### config.mk
export PLATFORM = sky130hd
export DESIGN_NAME = rv_core_flat
export DESIGN_NICKNAME = d
export VERILOG_FILES = /design/src/logic/soc_pkg.sv /design/src/logic/mem_bus_if.sv /design/src/logic/rv_core.sv /design/src/flat_wrapper.sv
export SDC_FILE = /design/constraint.sdc
export NUM_CORES = 2
export LEC_CHECK = 0
export BUFFER_PORTS_ARGS = -buffer_cell sky130_fd_sc_hd__buf_2
export CAP_MARGIN = 20
export CORE_MARGIN = 3
export CORE_UTILIZATION = 44
export DETAILED_ROUTE_END_ITERATION = 8
export GPL_TIMING_DRIVEN = 1
export SKIP_CTS_REPAIR_TIMING = 1
export SLEW_MARGIN = 40
export SYNTH_ARGS = -nofsm -noshare
export SYNTH_HDL_FRONTEND = slang
export SYNTH_SLANG_ARGS = --single-unit
### constraint.sdc
create_clock -name clk -period 11.09 [get_ports clk]
set_input_delay 1.6635 -clock clk [delete_from_list [all_inputs] [get_ports clk]]
set_output_delay 1.6635 -clock clk [all_outputs]
set_load 0.005 [all_outputs]
### src/logic/soc_pkg.sv
package soc_pkg;

    // Datapath and bus widths
    localparam int xlen       = 64;
    localparam int addr_width = 64;

    // Boot ROM window, read only through the fetch port
    localparam logic [addr_width-1:0] rom_base = 64'h0000_0000;
    localparam logic [addr_width-1:0] rom_size = 64'h0000_1000;
    localparam int                    rom_words = 1024;

    // Data RAM window, 1024 double words
    localparam logic [addr_width-1:0] ram_base  = 64'h0000_1000;
    localparam logic [addr_width-1:0] ram_size  = 64'h0000_2000;
    localparam int                    ram_words = 1024;

    // Memory mapped registers
    localparam logic [addr_width-1:0] console_base = 64'h8000_0000;
    localparam logic [addr_width-1:0] key_base     = 64'h8000_0010;

    // Major opcodes the core executes, all others are no-ops
    localparam logic [6:0] opcode_lui    = 7'b0110111;
    localparam logic [6:0] opcode_op_imm = 7'b0010011;
    localparam logic [6:0] opcode_load   = 7'b0000011;
    localparam logic [6:0] opcode_store  = 7'b0100011;

    // ADDI within the OP-IMM group
    localparam logic [2:0] funct3_addi = 3'b000;

    // PS/2 scan code prefixes
    localparam logic [7:0] ps2_break_code  = 8'hF0;
    localparam logic [7:0] ps2_extend_code = 8'hE0;

    // Cycles without a PS/2 clock edge before a partial frame is dropped
    localparam int ps2_timeout_cycles = 2000;

endpackage
### src/logic/mem_bus_if.sv
interface mem_bus_if;
    import soc_pkg::*;

    logic [addr_width-1:0] address;
    logic [xlen-1:0]       write_data;
    logic                  write_enable;
    logic                  read_enable;
    logic [xlen-1:0]       read_data;

    // Core side
    modport master (
        output address,
        output write_data,
        output write_enable,
        output read_enable,
        input  read_data
    );

    // Decoder side, read data is combinational
    modport target (
        input  address,
        input  write_data,
        input  write_enable,
        input  read_enable,
        output read_data
    );

endinterface

### src/logic/rv_core.sv
module rv_core (
    input  logic                           clk,
    input  logic                           reset,
    input  logic [31:0]                    instruction,
    output logic [soc_pkg::addr_width-1:0] pc,
    input  logic                           key_irq,
    mem_bus_if.master                      bus,
    output logic [7:0]                     ir_view,
    output logic                           heartbeat
);
    import soc_pkg::*;

    logic [31:0]     ir;
    logic [xlen-1:0] regs [0:31];

    // Instruction fields
    logic [6:0]      opcode;
    logic [4:0]      rd;
    logic [4:0]      rs1;
    logic [4:0]      rs2;
    logic [2:0]      funct3;
    logic [xlen-1:0] imm_i;
    logic [xlen-1:0] imm_s;
    logic [xlen-1:0] imm_u;
    logic [xlen-1:0] rs1_val;
    logic [xlen-1:0] rs2_val;

    logic            is_lui;
    logic            is_addi;
    logic            is_load;
    logic            is_store;

    // Interrupt echo sequence
    logic            echo_read;
    logic            echo_write;
    logic            stall;
    logic [7:0]      echo_byte;

    logic            rd_write;
    logic [xlen-1:0] rd_value;

    assign opcode = ir[6:0];
    assign rd     = ir[11:7];
    assign funct3 = ir[14:12];
    assign rs1    = ir[19:15];
    assign rs2    = ir[24:20];

    assign imm_i = {{(xlen-12){ir[31]}}, ir[31:20]};
    assign imm_s = {{(xlen-12){ir[31]}}, ir[31:25], ir[11:7]};
    assign imm_u = {{(xlen-32){ir[31]}}, ir[31:12], 12'b0};

    // x0 always reads zero
    assign rs1_val = (rs1 == 5'd0) ? '0 : regs[rs1];
    assign rs2_val = (rs2 == 5'd0) ? '0 : regs[rs2];

    // Echo cycle 1 reads the key, echo cycle 2 writes the console
    assign echo_read = key_irq && !echo_write;
    assign stall     = echo_read || echo_write;

    // The frozen instruction waits until the echo is done
    assign is_lui   = !stall && (opcode == opcode_lui);
    assign is_addi  = !stall && (opcode == opcode_op_imm) && (funct3 == funct3_addi);
    assign is_load  = !stall && (opcode == opcode_load);
    assign is_store = !stall && (opcode == opcode_store);

    always_ff @(posedge clk or negedge reset) begin
        if (!reset) begin
            pc         <= '0;
            ir         <= '0;
            heartbeat  <= 1'b0;
            echo_write <= 1'b0;
        end else begin
            heartbeat  <= ~heartbeat;
            echo_write <= echo_read;
            if (!stall) begin
                pc <= pc + 4;
                ir <= instruction;
            end
        end
    end

    // Key code captured from the bus in echo cycle 1
    always_ff @(posedge clk) begin
        if (echo_read) begin
            echo_byte <= bus.read_data[7:0];
        end
    end

    // Bus requests, echo has priority over the program
    always_comb begin
        bus.address      = '0;
        bus.write_data   = '0;
        bus.write_enable = 1'b0;
        bus.read_enable  = 1'b0;
        if (echo_read) begin
            bus.address     = key_base;
            bus.read_enable = 1'b1;
        end else if (echo_write) begin
            bus.address      = console_base;
            bus.write_data   = {{(xlen-8){1'b0}}, echo_byte};
            bus.write_enable = 1'b1;
        end else if (is_load) begin
            bus.address     = rs1_val + imm_i;
            bus.read_enable = 1'b1;
        end else if (is_store) begin
            bus.address      = rs1_val + imm_s;
            bus.write_data   = rs2_val;
            bus.write_enable = 1'b1;
        end
    end

    // Register write back
    always_comb begin
        rd_write = 1'b0;
        rd_value = '0;
        if (is_lui) begin
            rd_write = 1'b1;
            rd_value = imm_u;
        end else if (is_addi) begin
            rd_write = 1'b1;
            rd_value = rs1_val + imm_i;
        end else if (is_load) begin
            rd_write = 1'b1;
            rd_value = bus.read_data;
        end
    end

    always_ff @(posedge clk) begin
        if (rd_write && (rd != 5'd0)) begin
            regs[rd] <= rd_value;
        end
    end

    assign ir_view = ir[7:0];

endmodule

### src/flat_wrapper.sv
// flat-port wrapper written by rule: the top's interface ports become plain ports
module rv_core_flat import soc_pkg::*;
  (clk, reset, instruction, pc, key_irq, ir_view, heartbeat, bus_address, bus_write_data, bus_write_enable, bus_read_enable, bus_read_data);
  mem_bus_if bus_i ();
  input  logic clk;
  input  logic reset;
  input  logic [31:0] instruction;
  output logic [soc_pkg::addr_width-1:0] pc;
  input  logic key_irq;
  output logic [7:0] ir_view;
  output logic heartbeat;
  output wire logic [$bits(bus_i.address)-1:0] bus_address;
  output wire logic [$bits(bus_i.write_data)-1:0] bus_write_data;
  output wire logic [$bits(bus_i.write_enable)-1:0] bus_write_enable;
  output wire logic [$bits(bus_i.read_enable)-1:0] bus_read_enable;
  input wire logic [$bits(bus_i.read_data)-1:0] bus_read_data;
  assign bus_address = bus_i.address;
  assign bus_write_data = bus_i.write_data;
  assign bus_write_enable = bus_i.write_enable;
  assign bus_read_enable = bus_i.read_enable;
  assign bus_i.read_data = bus_read_data;
  rv_core u_core (.clk(clk), .reset(reset), .instruction(instruction), .pc(pc), .key_irq(key_irq), .bus(bus_i), .ir_view(ir_view), .heartbeat(heartbeat));
endmodule
# --- After elaboration in Yosys (flattened, before gate mapping) ---
# Memory sizes are Yosys's and may differ from the RTL's.
# Cells that the tools add are included.
classes:
  eq_ne: 4
  bitwise: 1
  addsub: 3
  reduce_logical: 14
  n_mux: 24
ops:
  columns: ["op", "n"]
  rows:
  - ["$mux 64", 13]
  - ["$add 64x64->64", 2]
  - ["$add 64x3->64 const B", 1]
  - ["$eq 7x6->1 const B", 2]
  - ["$mux 1", 11]
  - ["$logic_not 5->1", 2]
  - ["$eq 7x2->1 const B", 1]
  - ["$eq 7x5->1 const B", 1]
  - ["$logic_and 1x1->1", 7]
  - ["$reduce_bool 5->1", 1]
  - ["$logic_not 3->1", 1]
  - ["$logic_not 1->1", 2]
  - ["$logic_or 1x1->1", 1]
  - ["$not 1->1", 1]
word_totals:
  register_bits: 106
  wordCells: 52
  ram_bits: 2048
  mem_count: 1
memory_table:
  columns: ["memory", "words", "width", "rd", "rd_ports_with_merged_regs", "wr", "line_no", "text"]
  rows:
  - ["u_core.regs", 32, 64, 2, 0, 1, "rv_core.sv:14", "logic [xlen-1:0] regs [0:31];"]

# --- Depth between registers and ports, before layout ---
depth:
  ltp_word: 11
  depth_mapped: 23

# --- Worst setup path before layout ---
# OpenSTA, ideal clock, no wires.
synth_path:
  kind: "input to register"
  from: "input port key_irq"
  to: "memory u_core.regs[19][0], enable pin"
  required_ps: 10446
  slack_ps: 1110
  n_path_buf: 2
  arrival_time_ps: 9336
  path_stages: 9
  path_cell_list: "nor2_1 > nand4_1 > or3_1 > clkbuf_1 > nor2_1 > nor3_1 > nand2b_1 > clkbuf_1 > nor4_1"
synth_via:
  elab_chain_cells: 10
  elab_cells_between_ends: 13
  classes_between: "mux: 5; reduce/logical: 8"
synth_lines:
  columns: ["item", "line_no", "text"]
  rows:
  - ["start: declaration", "flat_wrapper.sv:9", "input logic key_irq;"]
  - ["$logic_and 1x1->1 *", "rv_core.sv:57", "assign echo_read = key_irq && !echo_write;"]
  - ["$logic_or 1x1->1 *", "rv_core.sv:58", "assign stall = echo_read || echo_write;"]
  - ["$logic_not 1->1 *", "rv_core.sv:61, rv_core.sv:62, rv_core.sv:63", null]
  - ["$logic_and 1x1->1 (on tied branches)", "rv_core.sv:63, rv_core.sv:62", null]
  - ["$mux 1 or $logic_and 1x1->1 (tied branches)", "rv_core.sv:122, rv_core.sv:62", null]
  - ["$mux 1", "rv_core.sv:119", "end else if (is_addi) begin"]
  - ["$mux 1 *", "rv_core.sv:116", "if (is_lui) begin"]
  - ["$logic_and 1x1->1 *", "rv_core.sv:129", "if (rd_write && (rd != 5'd0)) begin"]
  - ["$mux 1 *", "rv_core.sv:129", null]
  - ["$mux 1 (implied by the code) *", "rv_core.sv:130", "regs[rd] <= rd_value;"]
  - ["end: declaration", "rv_core.sv:14", null]
# Mark *: on every way between the ends. The rest lies on a longest branch, timed or not.

# --- Worst setup path in the final report ---
layout_path:
  from: "register u_core.ir[15]"
  to: "output port bus_address[61]"
layout_via:
  elab_chain_cells: 7
  elab_cells_between_ends: 9
  classes_between: "add/sub: 2; mux: 5; reduce/logical: 1; memory: 1"
layout_lines:
  columns: ["item", "line_no", "text"]
  rows:
  - ["start: declaration", "rv_core.sv:13", "logic [31:0] ir;"]
  - ["start signal: assignment", "rv_core.sv:77", "ir <= instruction;"]
  - ["$mem_v2 32x64 or $logic_not 5->1 (tied branches)", null, null]
  - ["$mux 64 *", "rv_core.sv:53", "assign rs1_val = (rs1 == 5'd0) ? '0 : regs[rs1];"]
  - ["$add 64x64->64", "rv_core.sv:106", "bus.address = rs1_val + imm_s;"]
  - ["$mux 64", "rv_core.sv:105", "end else if (is_store) begin"]
  - ["$mux 64 *", "rv_core.sv:102", "end else if (is_load) begin"]
  - ["$mux 64 *", "rv_core.sv:98", "end else if (echo_write) begin"]
  - ["$mux 64 *", "rv_core.sv:95", "if (echo_read) begin"]
  - ["end: declaration", "flat_wrapper.sv:12", "output wire logic [$bits(bus_i.address)-1:0] bus_address;"]
# Marks and branches as above.

==> impl_metrics.ini <==
[outcome]
status = finished, final reports clean

[sta]
setup_tns_ps = 0
fin_crit_sh_pct = 85.8
hold_viol = 0
setup_viol = 0
finClkSkew_ps = 38.0
fmaxAchievable_mhz = 105
min_period_ps = 9510
drv_slew = 0
rsz0062_at_grt = false
slew_headroom_pct = 38.7
max_slew.worst_pin.slew_ps = 920

[power]
clkPwrFrac_pct = 37.3
pwr-share-seq_pct = 44.7
power_switching_mw = 5.58
p_per_area_nw_per_um2 = 167
p_sw_share_pct = 27.8
max-vdd-ir-drop_mv = 0.156
internal_power_mw = 14.5
power_frac_comb_pct = 18.0
power.leakage_nw = 40.6

[clocking]
worstSkewPairLatency_ps = 880
clockBufferDepth = 3
cts.sink_count = 2152
cts_buffers = 224
cts_root_buf = clkbuf_16
h-tree-depth = 4
clk_pin_slew_worst_paths_ps = 60
cts_tree = yes

[synthesis]
synth_edf_count = 2056
synth-xor-area-share_pct = 1.47
synth_warnings = 0
synth_ff_type = edfxtp_1
netlist_instances = 5586
synth_top_area_cell = edfxtp_1
synth_fa_ha_area_share_pct = 0.780
synth_seq_cells = 2152
synthTopCellsByArea = edfxtp_1 58%, mux4_2 27%, dfrtp_1 2.3%, mux2i_1 1.5%, nor2_1 1.1%
yosysMostFrequentCell = edfxtp_1
yosys-top-cells-count = 2,056 x edfxtp_1, 1,257 x mux4_2, 298 x nor2_1, 269 x clkbuf_1, 181 x a21oi_1
synth-compound-area-share_pct = 3.47
synth_area_um2 = 106000
synthArstFlopShare_pct = 4.46
synth_area_per_cell_um2 = 18.9
yosys.area_share.simple_pct = 3.04
ys_seq_area_share_pct = 60.8
synth.distinct_cells = 94
synthMuxAreaShare_pct = 28.7
synth.top_cell.area_share_pct = 58.5
synth_top_family_by_area = multiplexers

[route]
wl_met1_um = 137000
avgViaCountPerCell = 6.72
drtPass1Iterations = 6
wl_met3_um = 30200
drt_iter0_markers = 8349
drtAntennaViolNets = 0
totalWireLength_um = 352000
top_layer = met5
route.met2.wl_um = 169000
wl_per_cell_um = 37.8
num_vias = 62600
drcViolationCount = 0

[setup_path]
worstSetupPathType = reg2out
worstSetupStartpointType = register
worst_ep_required_time_ps = 9430
crit_fanout = 71
setup.worst_path.end_class = output pin
arrival_ps = 7850

[grt]
grt_max_degree = 123
grtUsageTotal_pct = 28.4
overflow = 0
grt_pass1_vias = 61900
grt_pass1_wl_um = 487000
grt_antenna_before_repair = 14

[die]
initial_utilization_pct = 44.3
die_w_um = 496
pin_count = 302
dieArea_um2 = 246000
dieHeight_um = 496
core_region_area_um2 = 238000
rows = 179

[cells_and_area]
drive_gt1_share_pct = 36.8
multi_input_area_um2 = 40400
final-seq-area_um2 = 64200
nets = 6120
final_core_util_pct = 50.3
area_growth_pct = 13.5
instances_no_fill = 9317
fillers = 19200

[place]
dpl.cell_count = 8883
portBuffers = 299
post-dp-hpwl_um = 209000
gp_congestion = 1.01

[worst_hold_path]
hold_path_class = reg2reg

[job]
drv_cap = 0
==> kinds of logic (layout without fill, tap and decap cells) <==
logic type | after synthesis | after routing
AOI/OAI and AO/OA | 567 | 567
xor gates and xnor gates | 177 | 177
and+or+nand+nor | 694 | 694
other | 1 | 71
DFF | 2152 | 2152
adders and majority gates | 66 | 66
buffers and inverters | 481 | 975
muxes | 1448 | 1448
==> worst paths after layout <==
check / slack, ps / cells past startpoint / end / startpoint
worst max register to register: 3410 / 15 / u_core.regs[22][48]$_DFFE_PP_ / u_core.ir[15]$_DFFE_PN0N_
worst min register to register: 410 / 1 / u_core.heartbeat$_DFF_PN0_ / u_core.heartbeat$_DFF_PN0_
max in group asynchronous: 9310 / 2 / u_core.ir[19]$_DFFE_PN0N_ / reset
min in group asynchronous: 740 / 1 / u_core.pc[33]$_DFFE_PN0N_ / reset
worst max-delay path: 1580 / 18 / bus_address[61] / u_core.ir[15]$_DFFE_PN0N_
worst min-delay path: 410 / 1 / u_core.heartbeat$_DFF_PN0_ / u_core.heartbeat$_DFF_PN0_
==> critical path, stage by stage (launching register included) <==
cell and delay (ps):
dfrtp_4 780, buf_12 530, mux4_2 600, mux4_2 480
mux2i_1 560, nor2_1 110, ha_1 580, a21oi_1 120
o21ai_0 550, nor3_1 110, a21oi_1 150, o21ai_0 220
o221a_2 360, o31ai_1 350, o21bai_1 410, a21boi_0 230
xor2_1 180, nor2_1 310, buf_2 190
==> state kept, by name, indices dropped and copies added, names as in the netlist <==
name / flops
u_core.ir: 32
u_core.echo_write: 1
u_core.heartbeat: 1
u_core.pc: 62
u_core.echo_byte: 8
u_core.regs: 2048
==> final cells by class <==
type | instances | area share, %
multi-input combinational | 3018 | 33.7
timing repair buffer | 505 | 3.21
inverter | 55 | 0.183
antenna | 5 | 0.0104
clock buffer | 283 | 5.00
sequential | 2152 | 53.6
clock inverter | 132 | 1.04
tap | 3167 | 3.31
==> through the flow <==
stage,total power [mW],area (µm²),worst slack (ps),hold slack (ps)
2_1_floorplan,11.4,106000,1110,417
3_3_place_gp,12.7,112000,2380,400
3_5_place_dp,12.7,112000,2500,406
4_1_cts,20.1,119000,1520,415
5_1_grt,20.7,120000,1190,442
6_report,20.1,120000,1580,410
==> cells in the final DEF (no fill, tap or decap), types with 33 or more instances in the layout <==
cell	Yosys	routed
buf_2	8	298
dfrtp_1	96	85
xor2_1	57	57
inv_1	54	52
buf_4	13	123
nor2_1	298	276
a21o_1	35	35
ha_1	65	65
clkinv_1	0	46
mux2i_1	162	160
buf_6	4	33
clkbuf_16	0	230
clkinv_2	0	44
xnor2_1	120	120
nand2_1	143	143
edfxtp_1	2056	2056
conb_1	1	66
a21oi_1	181	181
o21ai_0	138	92
mux4_2	1257	1257
nand4_1	64	64
nand3_1	40	40
clkbuf_1	269	50
==> layer usage <==
metal | vias up | track usage [%]
met1 | 34000 | 39.1
met3 | 585 | 4.71
met5 | - | 0
met2 | 3475 | 45.3
li1 | 24500 | -
met4 | 12 | 11.5
==> power groups by stage <==
| stage | sequential [mW] | clock [mW] | combinational [mW] |
|---|---|---|---|
| finish | 8.96 | 7.47 | 3.62 |
| global placement | 9.14 | 0 | 3.54 |
| CTS | 8.97 | 7.58 | 3.58 |
| floorplan | 9.03 | 0 | 2.40 |
| global route | 8.96 | 7.91 | 3.78 |
| detailed placement | 9.14 | 0 | 3.57 |
Power figures use the tool's default switching activity.
