$ cat src/logic/soc_pkg.sv
package soc_pkg;

    // Datapath and bus widths
    localparam int xlen       = 64;
    localparam int addr_width = 64;

    // Boot ROM window, read only through the fetch port
    localparam logic [addr_width-1:0] rom_base = 64'h0000_0000;
    localparam logic [addr_width-1:0] rom_size = 64'h0000_1000;
    localparam int                    rom_words = 1024;

    // Data RAM window, 1024 double words
    localparam logic [addr_width-1:0] ram_base  = 64'h0000_1000;
    localparam logic [addr_width-1:0] ram_size  = 64'h0000_2000;
    localparam int                    ram_words = 1024;

    // Memory mapped registers
    localparam logic [addr_width-1:0] console_base = 64'h8000_0000;
    localparam logic [addr_width-1:0] key_base     = 64'h8000_0010;

    // Major opcodes the core executes, all others are no-ops
    localparam logic [6:0] opcode_lui    = 7'b0110111;
    localparam logic [6:0] opcode_op_imm = 7'b0010011;
    localparam logic [6:0] opcode_load   = 7'b0000011;
    localparam logic [6:0] opcode_store  = 7'b0100011;

    // ADDI within the OP-IMM group
    localparam logic [2:0] funct3_addi = 3'b000;

    // PS/2 scan code prefixes
    localparam logic [7:0] ps2_break_code  = 8'hF0;
    localparam logic [7:0] ps2_extend_code = 8'hE0;

    // Cycles without a PS/2 clock edge before a partial frame is dropped
    localparam int ps2_timeout_cycles = 2000;

endpackage
$ cat src/logic/ps2_receiver.sv
module ps2_receiver (
    input  logic       clk,
    input  logic       reset,
    input  logic       ps2_clk,
    input  logic       ps2_data,
    output logic [7:0] key_code,
    output logic       key_make
);
    import soc_pkg::*;

    localparam int timer_width = $clog2(ps2_timeout_cycles + 1);

    logic [1:0]             clk_sync;
    logic [1:0]             data_sync;
    logic                   clk_prev;
    logic                   clk_fall;
    logic [3:0]             bit_count;
    logic [10:0]            frame;
    logic                   frame_done;
    logic [timer_width-1:0] idle_timer;
    logic [7:0]             frame_code;
    logic                   frame_ok;
    logic                   is_prefix;
    logic                   break_pending;
    logic                   make_ok;

    // Both lines idle high
    always_ff @(posedge clk or negedge reset) begin
        if (!reset) begin
            clk_sync  <= 2'b11;
            data_sync <= 2'b11;
            clk_prev  <= 1'b1;
        end else begin
            clk_sync  <= {clk_sync[0], ps2_clk};
            data_sync <= {data_sync[0], ps2_data};
            clk_prev  <= clk_sync[1];
        end
    end

    assign clk_fall = clk_prev && !clk_sync[1];

    // Start, data LSB first, parity, stop
    always_ff @(posedge clk) begin
        if (clk_fall) begin
            frame <= {data_sync[1], frame[10:1]};
        end
    end

    always_ff @(posedge clk or negedge reset) begin
        if (!reset) begin
            bit_count  <= '0;
            frame_done <= 1'b0;
            idle_timer <= '0;
        end else begin
            frame_done <= 1'b0;
            if (clk_fall) begin
                idle_timer <= '0;
                if (bit_count == 4'd10) begin
                    bit_count  <= '0;
                    frame_done <= 1'b1;
                end else begin
                    bit_count <= bit_count + 4'd1;
                end
            end else if (bit_count != 4'd0) begin
                // Host stopped clocking mid frame
                if (idle_timer == timer_width'(ps2_timeout_cycles - 1)) begin
                    bit_count  <= '0;
                    idle_timer <= '0;
                end else begin
                    idle_timer <= idle_timer + 1'b1;
                end
            end
        end
    end

    // Odd parity over data and parity bit
    assign frame_code = frame[8:1];
    assign frame_ok   = !frame[0] && frame[10] && (^frame[9:1]);
    assign is_prefix  = (frame_code == ps2_break_code) || (frame_code == ps2_extend_code);
    assign make_ok    = frame_done && frame_ok && !is_prefix && !break_pending;

    always_ff @(posedge clk or negedge reset) begin
        if (!reset) begin
            key_make      <= 1'b0;
            break_pending <= 1'b0;
        end else begin
            key_make <= make_ok;
            if (frame_done && frame_ok) begin
                if (frame_code == ps2_break_code) begin
                    break_pending <= 1'b1;
                end else if (frame_code != ps2_extend_code) begin
                    // Code after a break is the release
                    break_pending <= 1'b0;
                end
            end
        end
    end

    always_ff @(posedge clk) begin
        if (make_ok) begin
            key_code <= frame_code;
        end
    end

endmodule

$ cat config.mk
export PLATFORM = sky130hd
export DESIGN_NAME = ps2_receiver
export DESIGN_NICKNAME = d
export VERILOG_FILES = /design/src/logic/soc_pkg.sv /design/src/logic/ps2_receiver.sv
export SDC_FILE = /design/constraint.sdc
export NUM_CORES = 1
export LEC_CHECK = 0
export BUFFER_PORTS_ARGS = -buffer_cell sky130_fd_sc_hd__buf_2
export CAP_MARGIN = 10
export CORE_ASPECT_RATIO = 1.5
export CORE_UTILIZATION = 63
export CTS_CLUSTER_SIZE = 14
export DETAILED_ROUTE_END_ITERATION = 10
export GPL_ROUTABILITY_DRIVEN = 0
export PLACE_DENSITY = 0.86
export SETUP_SLACK_MARGIN = 0.4
export SYNTH_ARGS = -nofsm -noshare
export SYNTH_HDL_FRONTEND = slang
export SYNTH_SLANG_ARGS = --single-unit
$ cat constraint.sdc
create_clock -name clk -period 3.83 [get_ports clk]
set_clock_uncertainty 0.05 [all_clocks]
set_input_delay 0 -clock clk [delete_from_list [all_inputs] [get_ports clk]]
set_output_delay 0 -clock clk [all_outputs]
set_load 0.02 [all_outputs]
# == After elaboration in Yosys (flattened, before gate mapping) ==
# Index checks and enable logic that the tools add are counted.
# op_classes
n_reduce_logical,18
n_addsub,2
n_mux,11
n_eq_ne,5
# ops
operator,count
two-way mux 11 bit,3
== test 8 bit (second input constant),2
two-way mux 4 bit,4
adder 11 x 1 -> 11 bit (second input constant),1
== test 11 bit (second input constant),1
parity 9 bit,1
!= test 8 bit (second input constant),1
logical AND 1 bit,6
nonzero test 2 bit,3
adder 4 x 1 -> 4 bit (second input constant),1
== test 4 bit (second input constant),1
logical NOT 1 bit,4
two-way mux 1 bit,4
AND reduction 2 bit,2
nonzero test 4 bit,1
logical OR 1 bit,1
# word_totals
regBits,42
word_cells,46
input_bits,4
out_inout_bits,9

# == Depth between registers and ports, before layout ==
# Gate-level depths: netlist of run 1.
# depth
depth_word,6
ltp_mapped,6
ltp_nobuf,6

# == Least setup slack after synthesis of run 1 ==
# No wires, ideal clock.
# synth_timing
path_kind,register to register
from,reg frame[7]
to,"reg key_code[0], enable pin"
n_path_buf,0
t_arrival_ns,1.628
setup_time_ns,0.334
path_stages_with_launch,5
synth_period_minus_slack_ns,2.012
setup_slack_ns,1.818
required_time_ns,3.446
path_cell_list,edfxtp_1 > ha_1 > xnor3_1 > xnor2_1 > and4_1
# synth_via
elab_chain_len,5
elab_cells_between_ends,9
classes_between,eq/ne (2); reduce/logical (7)
# synth_lines
item,line_no,source
start: declaration,ps2_receiver.sv:18,logic [10:0] frame;
start signal: assignment,ps2_receiver.sv:45,"frame <= {data_sync[1], frame[10:1]};"
== test 8 bit or parity 9 bit (tied branches),"ps2_receiver.sv:79, ps2_receiver.sv:78",
logical OR 1 bit or logical AND 1 bit (tied branches),"ps2_receiver.sv:79, ps2_receiver.sv:78",
logical NOT 1 bit or logical AND 1 bit (tied branches),ps2_receiver.sv:80,assign make_ok = frame_done && frame_ok && !is_prefix && !break_pending;
logical AND 1 bit * (2 in series),ps2_receiver.sv:80,
named net make_ok,ps2_receiver.sv:25,logic make_ok;
end signal: assignment,ps2_receiver.sv:101,key_code <= frame_code;
end: declaration,ps2_receiver.sv:6,"output logic [7:0] key_code,"
# The timed path passes the listed nets; every way through them passes the cells marked *.
# A chain may end at the register's enable or synchronous reset.

# == Worst setup path after layout of run 1 ==
# layout_timing
from,reg frame[5]
to,"reg key_code[1], enable pin"
# The elaborated chain is that of the path after synthesis.

==> results.yml, run 1 <==
yosys:
  synth_seq_area_share: 0.633
  synth_warnings: 0
  syn_inst: 139
  synthFlopType: "edfxtp_1"
  synth-seq-cells: 42
  syn_nets: 152
  netlist_area_um2: 1820
  yosysUniqueCellTypes: 39
  syn-mean-instance-area_um2: 13.1
  ys_async_sr_fraction: 0.548
  synth_enable_flop_cells: 19
clocking:
  clk_path_buf_depth: 2
  cts_max_level: 2
  clk_pin_slew_ns: 0.08
  numCtsBuffers: 5
  cts_tree: "done"
  cts_setup_buffers: 0
  clockRootBuffer: "clkbuf_8"
  clkLatencyLatePin_ns: 0.30
  clock-sinks: 42
critical_path:
  required_ns: 3.74
  crit_fanout: 9
  cp_cell_sequence: "inv_1 > ha_1 > xnor3_1 > xnor2_1 > and4_1"
  startpoint_type: "register"
  path_class: "reg2reg"
  critical_path.max_stage_delay_ns: 0.47
  crit_buf_inv: 1
  endpoint_kind: "register"
  crit_slowest_cell: "and4_1"
  cp.arrival_ns: 2.12
  critPathTopFamily: "XOR/XNOR gates"
finish:
  regArea_um2: 1150
  fill_cells: 201
  syn_to_final_growth_pct: 13.3
  nets: 174
  multi_input_area_um2: 628
  drive_gt1_frac: 0.179
  n_antenna_cell: 0
route:
  first_pass_iters: 4
  drc: 0
  vias_per_cell: 5.86
  drt_iter0_drc: 21
  wl_per_cell_um: 15.4
  ant_nets: 0
  postRouteWirelength_um: 3070
  dr_total_vias: 1166
pwr:
  seq_power_share: 0.515
  power.density_nw_per_um2: 527
  netSwitchingFraction: 0.270
  switching_power_mw: 0.294
  ir_worst_vdd_mv: 0.448
  leakagePower_nw: 0.927
  pwr-share-comb: 0.175
  p_clk_frac: 0.311
  p_int_mw: 0.794
global_routing:
  grt_max_degree: 24
  antenna_found_initial: 0
  grt_pass1_vias: 1110
  overflow: 0
  track_usage: 0.237
  grt_pass1_wl_um: 4840
sta:
  setup_viol: 0
  grt_setup_unrepaired: "no"
  hold_viol: 0
  tightestPinTransition_ns: 0.585
  fmax_mhz: 453
  tns_ns: 0
  worst_slack_ns: 1.62
  finalCritPeriodShare: 0.576
  finalMaxSlewViolations: 0
  relSlewSlack: 0.608
  fin_crit_ns: 2.21
place:
  dp_hpwl_um: 2110
  portBuffers: 12
  dp_slack_ns: 1.62
floorplanning:
  row_count: 23
  core_area_um2: 2710
  io_pins: 13
  die_h_um: 67.9
  fp.dieW_um: 45.9
  start_util: 0.673
  die_area_um2: 3120
status:
  status: "completed"
worst_hold_path:
  hold_class: "in2async"
run:
  maxCapViolations: 0
-- path summary, 6_finish.rpt --
check | cells after the start | endpoint | start | slack (ns)
setup / recovery | 5 | key_code[1]$_DFFE_PP_ | frame[5]$_DFFE_PP_ | 1.62
hold / removal | 2 | bit_count[0]$_DFFE_PN0P_ | reset | 0.15
setup reg to reg | 5 | key_code[1]$_DFFE_PP_ | frame[5]$_DFFE_PP_ | 1.62
hold reg to reg | 0 | data_sync[1]$_DFF_PN1_ | data_sync[0]$_DFF_PN1_ | 0.31
max in group asynchronous | 2 | data_sync[0]$_DFF_PN1_ | reset | 3.22
min in group clk | 2 | data_sync[0]$_DFF_PN1_ | ps2_data | 0.29
-- power by group through the flow --
stage	Combinational [mW]	Clock, mW	Sequential, mW
after floorplan	0.140	0	0.557
after global placement	0.172	0	0.563
after detailed placement	0.184	0	0.566
after CTS	0.191	0.347	0.560
after global routing	0.212	0.363	0.565
final	0.190	0.338	0.561
-- synthesized netlist by cell type, types with 2 or more instances --
library cell,number,area share
edfxtp_1,19,0.31
dfrtp_1,18,0.25
nand2_1,12,0.025
inv_1,10,0.021
ha_1,9,0.062
nand3_1,7,0.019
dfstp_2,5,0.072
o21ai_0,5,0.014
o21ai_1,5,0.014
a22o_1,4,0.019
nor2_1,4,0.0082
a21oi_1,3,0.0082
nand2b_1,3,0.010
xnor2_1,3,0.014
and3_1,2,0.0069
and4_1,2,0.0096
nor2_2,2,0.0069
nor3_1,2,0.0055
nor4_1,2,0.0069
or3_1,2,0.0069
or4_1,2,0.0082
-- cells by family after synthesis --
logic type,share of synthesized area
AOI/OAI and AO/OA,0.0996
xor gates and xnor gates,0.0268
adders and majority gates,0.0618
buffers and inverters,0.0227
DFF,0.633
muxes,0.00618
and+or+nand+nor,0.150
-- layer usage --
layer	wire length, um	GRT usage	vias to the layer above
li1	-	-	554
met2	1610	0.371	27
met5	0	0	-
met3	136	0.103	9
met4	99	0.129	0
met1	1230	0.266	576
-- area by class of cell --
cell class,instances,area share
Clock buffer,7,0.0370
Sequential cell,42,0.558
Tap cell,37,0.0224
Inverter,11,0.0200
Timing Repair Buffer,15,0.0436
Multi-Input combinational cell,86,0.304
Clock inverter,1,0.0145
-- sequential cells by signal, indices dropped and copies added, names as in the netlist --
| name | flops |
|---|---|
| frame | 11 |
| key_make | 1 |
| clk_sync | 2 |
| frame_done | 1 |
| clk_prev | 1 |
| break_pending | 1 |
| idle_timer | 11 |
| bit_count | 4 |
| key_code | 8 |
| data_sync | 2 |
-- through the flow --
stage          utilization  std cells  total power, mW  hold slack, ns  area (um^2)
2_1_floorplan            -        139            0.697          -0.346         1820
3_3_place_gp         0.713        188            0.735         -0.0579         1930
3_5_place_dp         0.713        188            0.750         -0.0541         1930
4_1_cts              0.763        199             1.10           0.148         2060
5_1_grt              0.763        199             1.14           0.188         2060
6_report             0.763        199             1.09           0.147         2060
-- layout by cell type, fill, tap and decap left out, types with 2 or more instances in the layout --
cell type / Yosys / routed
edfxtp_1: 19 / 19
nor4_1: 2 / 2
a21oi_1: 3 / 3
o21ai_0: 5 / 5
clkbuf_1: 0 / 2
a22o_1: 4 / 4
dlygate4sd3_1: 0 / 3
nand3_1: 7 / 7
dfstp_2: 5 / 5
inv_1: 10 / 10
nor2_1: 4 / 4
or3_1: 2 / 2
and3_1: 2 / 2
xnor2_1: 3 / 3
and4_1: 2 / 2
dfrtp_1: 18 / 18
o21ai_1: 5 / 5
nor3_1: 2 / 2
buf_2: 0 / 12
nand2b_1: 3 / 3
nand2_1: 12 / 12
ha_1: 9 / 9
nor2_2: 2 / 2
or4_1: 2 / 2
clkbuf_8: 0 / 5
-- worst register-to-register path, delay by kind of cell (launching register included) --
family | cells | cell delay [ns]
xor gates and xnor gates | 2 | 0.58
buffers and inverters | 1 | 0.06
adders and majority gates | 1 | 0.31
DFF | 1 | 0.39
and+or+nand+nor | 1 | 0.47
-- repair_timing --
item                                    CTS  global route
endpoints found under the setup margin    0             0
hold endpoints to repair                 25             0
hold buffers                              3             0
gates resized for setup                   0             0
(Power assumes the default switching activity.)
==> run 2: changes to the inputs <==
Settings changed: ABC_AREA set to 1, CORE_UTILIZATION 63 to 53, PLACE_DENSITY 0.86 to 0.77.
Clock period 3.83 ns to 2 ns, I/O delays scaled along.
==> run 2 against run 1 <==
Against the previous run:
- final area rose by 14%
- global-route usage decreased by 1.8 points
- final cell count rose by 23%
- wire length grew 20%
- first-iteration DRC count increased by 150%
- flip-flop and latch count stayed put
- critical path type unchanged
- largest cell class unchanged
- highest routed layer unchanged
==> results.yml, run 2 <==
floorplanning:
  io_pins: 13
  start_util: 0.553
  fp.dieW_um: 50.7
  die_h_um: 75.1
  die_area_um2: 3810
  core_area_um2: 3420
  row_count: 26
yosys:
  syn_nets: 179
  synth_warnings: 0
  netlist_area_um2: 1890
  syn_inst: 166
  synth_most_common_cell: "nand2_1"
  synth-seq-cells: 42
  synth_seq_area_share: 0.610
  synth.largest_area_cell: "edfxtp_1"
  yosysUniqueCellTypes: 28
  synth_enable_flop_cells: 19
  syn-mean-instance-area_um2: 11.4
  synth_area_leaders: "edfxtp_1 (30%), dfrtp_1 (24%), dfstp_2 (7.0%)"
  synth_top_area_share: 0.302
  synthFlopType: "edfxtp_1"
  synth_commonest_cells: "nand2_1 (26), edfxtp_1 (19), inv_1 (19), dfrtp_1 (18), nor2_1 (14)"
  ys_async_sr_fraction: 0.548
clocking:
  clk_path_buf_depth: 2
  clkLatencyLatePin_ns: 0.30
  clockRootBuffer: "clkbuf_8"
  cts_max_level: 2
  clk_pin_slew_ns: 0.08
  cts_tree: "done"
  numCtsBuffers: 5
  clock-sinks: 42
finish:
  syn_to_final_growth_pct: 24.1
  layout_common_cells: "nand2_1 (20), edfxtp_1 (19), dfrtp_1 (18)"
  final_common_cell: "nand2_1"
  reg.largest.list: "frame: 11 flops, idle_timer: 11 flops, key_code: 8 flops"
  fin_area_um2: 2340
  drive_gt1_frac: 0.384
  nets: 215
  n_antenna_cell: 0
global_routing:
  grt_max_degree: 24
  antenna_found_initial: 0
  grt_pass1_wl_um: 5800
  grt_pass1_vias: 1321
  track_usage: 0.219
  overflow: 0
critical_path:
  r2r_slack_ns: 0.12
  path_class: "reg2reg"
  required_ns: 1.95
  startpoint_type: "register"
  endpoint_kind: "register"
  rr_worst_depth: 11
  reg2reg_from: "frame[4]$_DFFE_PP_"
  reg2reg_to: "key_code[5]$_DFFE_PP_"
  cp.arrival_ns: 1.83
  crit_fanout: 5
sta:
  whs_ns: 0.152
  grt_setup_unrepaired: "yes"
  worst_slack_ns: 0.117
  tightestPinTransition_ns: 0.524
  tns_ns: 0
  fmax_mhz: 531
  finalMaxSlewViolations: 0
  fin_crit_ns: 1.88
  hold_viol: 0
  relSlewSlack: 0.650
  setup_viol: 0
  finalCritPeriodShare: 0.942
pwr:
  power.density_nw_per_um2: 938
  p_total_mw: 2.20
  seq_power_share: 0.498
  pwr-share-comb: 0.221
  switching_power_mw: 0.667
  netSwitchingFraction: 0.303
  leakagePower_nw: 1.06
  p_int_mw: 1.53
  p_clk_frac: 0.281
  ir_worst_vdd_mv: 0.647
route:
  drc: 0
  drt_iter0_drc: 52
  dr_total_vias: 1278
  ant_nets: 0
  vias_per_cell: 5.22
  wl_per_cell_um: 15.1
  postRouteWirelength_um: 3690
  first_pass_iters: 4
status:
  status: "completed"
place:
  portBuffers: 12
  dp_slack_ns: 0.0808
  dpl_cell_area_um2: 2000
  dp_hpwl_um: 2280
run:
  maxCapViolations: 0
worst_hold_path:
  hold_class: "in2async"
## run 2: critical path: stages, from the launching register on
cell,delay (ns)
edfxtp_1,0.46
inv_2,0.11
ha_4,0.21
inv_2,0.05
nand2_2,0.05
nand2_2,0.06
nand2_2,0.05
nand2_1,0.07
nand2_1,0.09
nand2_2,0.12
nand3_4,0.11
nor2_4,0.18
## run 2: logic make-up after synthesis
logic type,synth area share
fa+ha+maj,0.0596
compound gates,0.0411
xor+xnor,0.0278
simple gates,0.213
flops,0.610
buf+inv,0.0477
## run 2: how the worst max path moves through the flow
stage,start,endpoint,slack (ns),cells past startpoint
after floorplan,frame[7]$_DFFE_PP_,key_code[0]$_DFFE_PP_,0.30,6
after global placement,frame[1]$_DFFE_PP_,key_code[2]$_DFFE_PP_,0.18,11
after detailed placement,frame[1]$_DFFE_PP_,key_code[2]$_DFFE_PP_,0.08,11
after CTS,frame[4]$_DFFE_PP_,key_code[5]$_DFFE_PP_,0.18,9
after global routing,frame[4]$_DFFE_PP_,key_code[5]$_DFFE_PP_,0.04,11
final,frame[4]$_DFFE_PP_,key_code[5]$_DFFE_PP_,0.12,11
## run 2: power groups by stage
stage	registers (mW)	clock network, mW	logic, mW
2_1_floorplan	1.09	0	0.315
3_3_place_gp	1.10	0	0.347
3_5_place_dp	1.11	0	0.371
4_1_cts	1.09	0.629	0.393
5_1_grt	1.11	0.656	0.540
6_report	1.10	0.618	0.486
## run 2: repair_timing
item | in CTS | in global routing
gates cloned | 1 | 0
buffers inserted | 6 | 8
setup endpoints to repair | 10 | 22
hold endpoints to repair | 25 | 0
pin swaps | 3 | 3
resized for setup | 9 | 12
hold buffers | 3 | 0
## run 2: cell type report
class | count | area [um^2]
inverter | 21 | 82.6
tap | 42 | 52.6
clock buffer | 7 | 97.6
sequential | 42 | 1150
fill | 255 | 1070
timing repair buffer | 29 | 211
multi-input combinational | 103 | 739
clock inverter | 1 | 7.51
## run 2: routing by layer
layer	routed length, um	track usage
met1	1330	0.216
met2	2130	0.403
met3	116	0.0525
met4	117	0.145
met5	0	0
## run 2: through the flow
step                cells   util
floorplan             166      -
global placement      219  0.586
detailed placement    219  0.586
CTS                   237  0.652
global route          245  0.686
finish                245  0.686
==> run 3: changes to the inputs <==
--- a/config.mk
+++ b/config.mk
@@ -7,3 +7,2 @@
 export LEC_CHECK = 0
-export ABC_AREA = 1
 export BUFFER_PORTS_ARGS = -buffer_cell sky130_fd_sc_hd__buf_2
@@ -11,3 +10,3 @@
 export CORE_ASPECT_RATIO = 1.5
-export CORE_UTILIZATION = 53
+export CORE_UTILIZATION = 58
 export CTS_CLUSTER_SIZE = 14
@@ -15,3 +14,3 @@
 export GPL_ROUTABILITY_DRIVEN = 0
-export PLACE_DENSITY = 0.77
+export PLACE_DENSITY = 0.8
 export SETUP_SLACK_MARGIN = 0.4
==> constraint.sdc (replaced) <==
create_clock -name clk -period 1.9 [get_ports clk]
set_clock_uncertainty 0.05 [all_clocks]
set_input_delay 0.38 -clock clk [delete_from_list [all_inputs] [get_ports clk]]
set_output_delay 0.38 -clock clk [all_outputs]
set_load 0.02 [all_outputs]
==> run 3 against run 2 <==
Against the previous run:
- the run now ends with setup timing left
- flip-flop and latch count did not move
- wire length up 11%
- maximum frequency decreased by 7.1%
- global-route usage up 4.5 points
- sequential power increased by 5%
- non-clock buffer count grew 14
- critical endpoint is now key_code[2]$_DFFE_PP_
- final area grew 6.7%
- worst setup slack worse by 0.24 ns
- hold slack worse by 0.14 ns
- clock power is 6.0% lower
==> results.yml, run 3 (same netlist as run 1, synthesis figures left out) <==
status:
  status: "finished, violations left"
  violations: "setup timing"
critical_path:
  rr_worst_depth: 4
  cp_cell_sequence: "ha_1 > xnor3_1 > xnor2_2 > and4_4"
  critical_path.max_stage_delay_ns: 0.43
  crit_slowest_cell: "edfxtp_1"
  reg2reg_from: "frame[7]$_DFFE_PP_"
  crit_fanout: 5
  r2r_slack_ns: -0.13
  path_class: "reg2reg"
  endpoint_kind: "register"
  crit_buf_inv: 0
  required_ns: 1.86
  cp.arrival_ns: 1.98
  reg2reg_to: "key_code[2]$_DFFE_PP_"
  startpoint_type: "register"
  critPathTopFamily: "XOR/XNOR gates"
pwr:
  seq_power_share: 0.438
  switching_power_mw: 0.802
  p_clk_frac: 0.220
  leakagePower_nw: 1.14
  ir_worst_vdd_mv: 0.825
  pwr-share-comb: 0.343
  p_int_mw: 1.84
  power.density_nw_per_um2: 1060
  netSwitchingFraction: 0.304
sta:
  fmax_mhz: 494
  setup_viol: 9
  relSlewSlack: 0.642
  fin_crit_ns: 2.03
  hold_viol: 0
  grt_setup_unrepaired: "yes"
  finalMaxSlewViolations: 0
  tns_ns: -1.02
  finalCritPeriodShare: 1.07
  worst_slack_ns: -0.126
  tightestPinTransition_ns: 0.537
global_routing:
  grt_pass1_vias: 1398
  overflow: 0
  grt_max_degree: 24
  grt_pass1_wl_um: 6260
  antenna_found_initial: 0
  track_usage: 0.264
clocking:
  clkLatencyLatePin_ns: 0.29
  clk_pin_slew_ns: 0.08
  clk_path_buf_depth: 2
  clockRootBuffer: "clkbuf_8"
  cts_tree: "done"
  cts_max_level: 2
  numCtsBuffers: 5
  hold_buffers: 0
  clock-sinks: 42
floorplanning:
  row_count: 24
  fp.dieW_um: 47.8
  start_util: 0.619
  core_area_um2: 2940
  io_pins: 13
  die_h_um: 70.6
  die_area_um2: 3370
finish:
  nets: 203
  drive_gt1_frac: 0.503
  reg.largest.list: "frame: 11 flops, idle_timer: 11 flops, key_code: 8 flops"
  syn_to_final_growth_pct: 37.3
  fin_area_um2: 2500
  layout_common_cells: "buf_4 (21), edfxtp_1 (19), dfrtp_1 (17)"
  final_common_cell: "buf_4"
  n_antenna_cell: 0
place:
  dp_hpwl_um: 2370
  portBuffers: 12
  dpl_cell_area_um2: 2080
run:
  maxCapViolations: 0
route:
  first_pass_iters: 6
  drc: 0
  dr_total_vias: 1346
  postRouteWirelength_um: 4100
  vias_per_cell: 5.85
  ant_nets: 0
  drt_iter0_drc: 58
  wl_per_cell_um: 17.8
worst_hold_path:
  hold_class: "in2async"
-- run 3: power groups by stage --
stage | registers [mW] | logic, mW | clock network (mW)
floorplan | 1.14 | 0.364 | 0
global placement | 1.15 | 0.463 | 0
detailed placement | 1.16 | 0.488 | 0
CTS | 1.14 | 0.718 | 0.586
global route | 1.16 | 0.960 | 0.633
finish | 1.16 | 0.905 | 0.581
-- run 3: timing repair --
action | in CTS | in global routing
pin swaps | 7 | 11
setup buffers | 13 | 9
gates resized for setup | 16 | 22
endpoints found under the setup margin | 25 | 25
cloned | 1 | 0
-- run 3: routing by layer --
metal  vias to the layer above  wire (um)  part of all wire  track usage
met5                         -          0                 0            0
met4                         0        115             0.028        0.133
met3                        13        155             0.038       0.0765
met2                        40       2240              0.54        0.429
met1                       679       1600              0.39        0.299
li1                        614          -                 -            -
-- run 3: how the worst max path moves through the flow --
stage,slack (ns),end,depth (start not counted),startpoint
final,-0.13,key_code[2]$_DFFE_PP_,4,frame[7]$_DFFE_PP_
after detailed placement,-0.07,key_code[1]$_DFFE_PP_,4,frame[7]$_DFFE_PP_
after floorplan,0.02,key_code[0]$_DFFE_PP_,4,frame[7]$_DFFE_PP_
after global routing,-0.17,key_code[4]$_DFFE_PP_,4,frame[7]$_DFFE_PP_
after global placement,0.02,key_code[0]$_DFFE_PP_,4,frame[7]$_DFFE_PP_
after CTS,-0.09,key_code[5]$_DFFE_PP_,4,frame[7]$_DFFE_PP_
-- run 3: through the flow --
| step | hold slack [ns] | utilization | total power [mW] | worst slack, ns | std cells |
|---|---|---|---|---|---|
| after floorplan | 0.0344 | - | 1.51 | 0.0233 | 139 |
| after global placement | 0.296 | 0.705 | 1.62 | 0.0194 | 199 |
| after detailed placement | 0.301 | 0.705 | 1.65 | -0.0664 | 199 |
| after CTS | 0.0249 | 0.795 | 2.45 | -0.0931 | 221 |
| after global routing | 0.0415 | 0.850 | 2.75 | -0.168 | 230 |
| final | 0.00884 | 0.850 | 2.64 | -0.126 | 230 |
-- run 3: area by class of cell --
class / count / area, um^2
repair buffers: 43 / 339
clock buffers: 7 / 86.3
clock inverters: 1 / 5.00
multi-input cells: 87 / 820
inverters: 11 / 48.8
fillers: 160 / 442
flip-flops and latches: 42 / 1150
well taps: 39 / 48.8
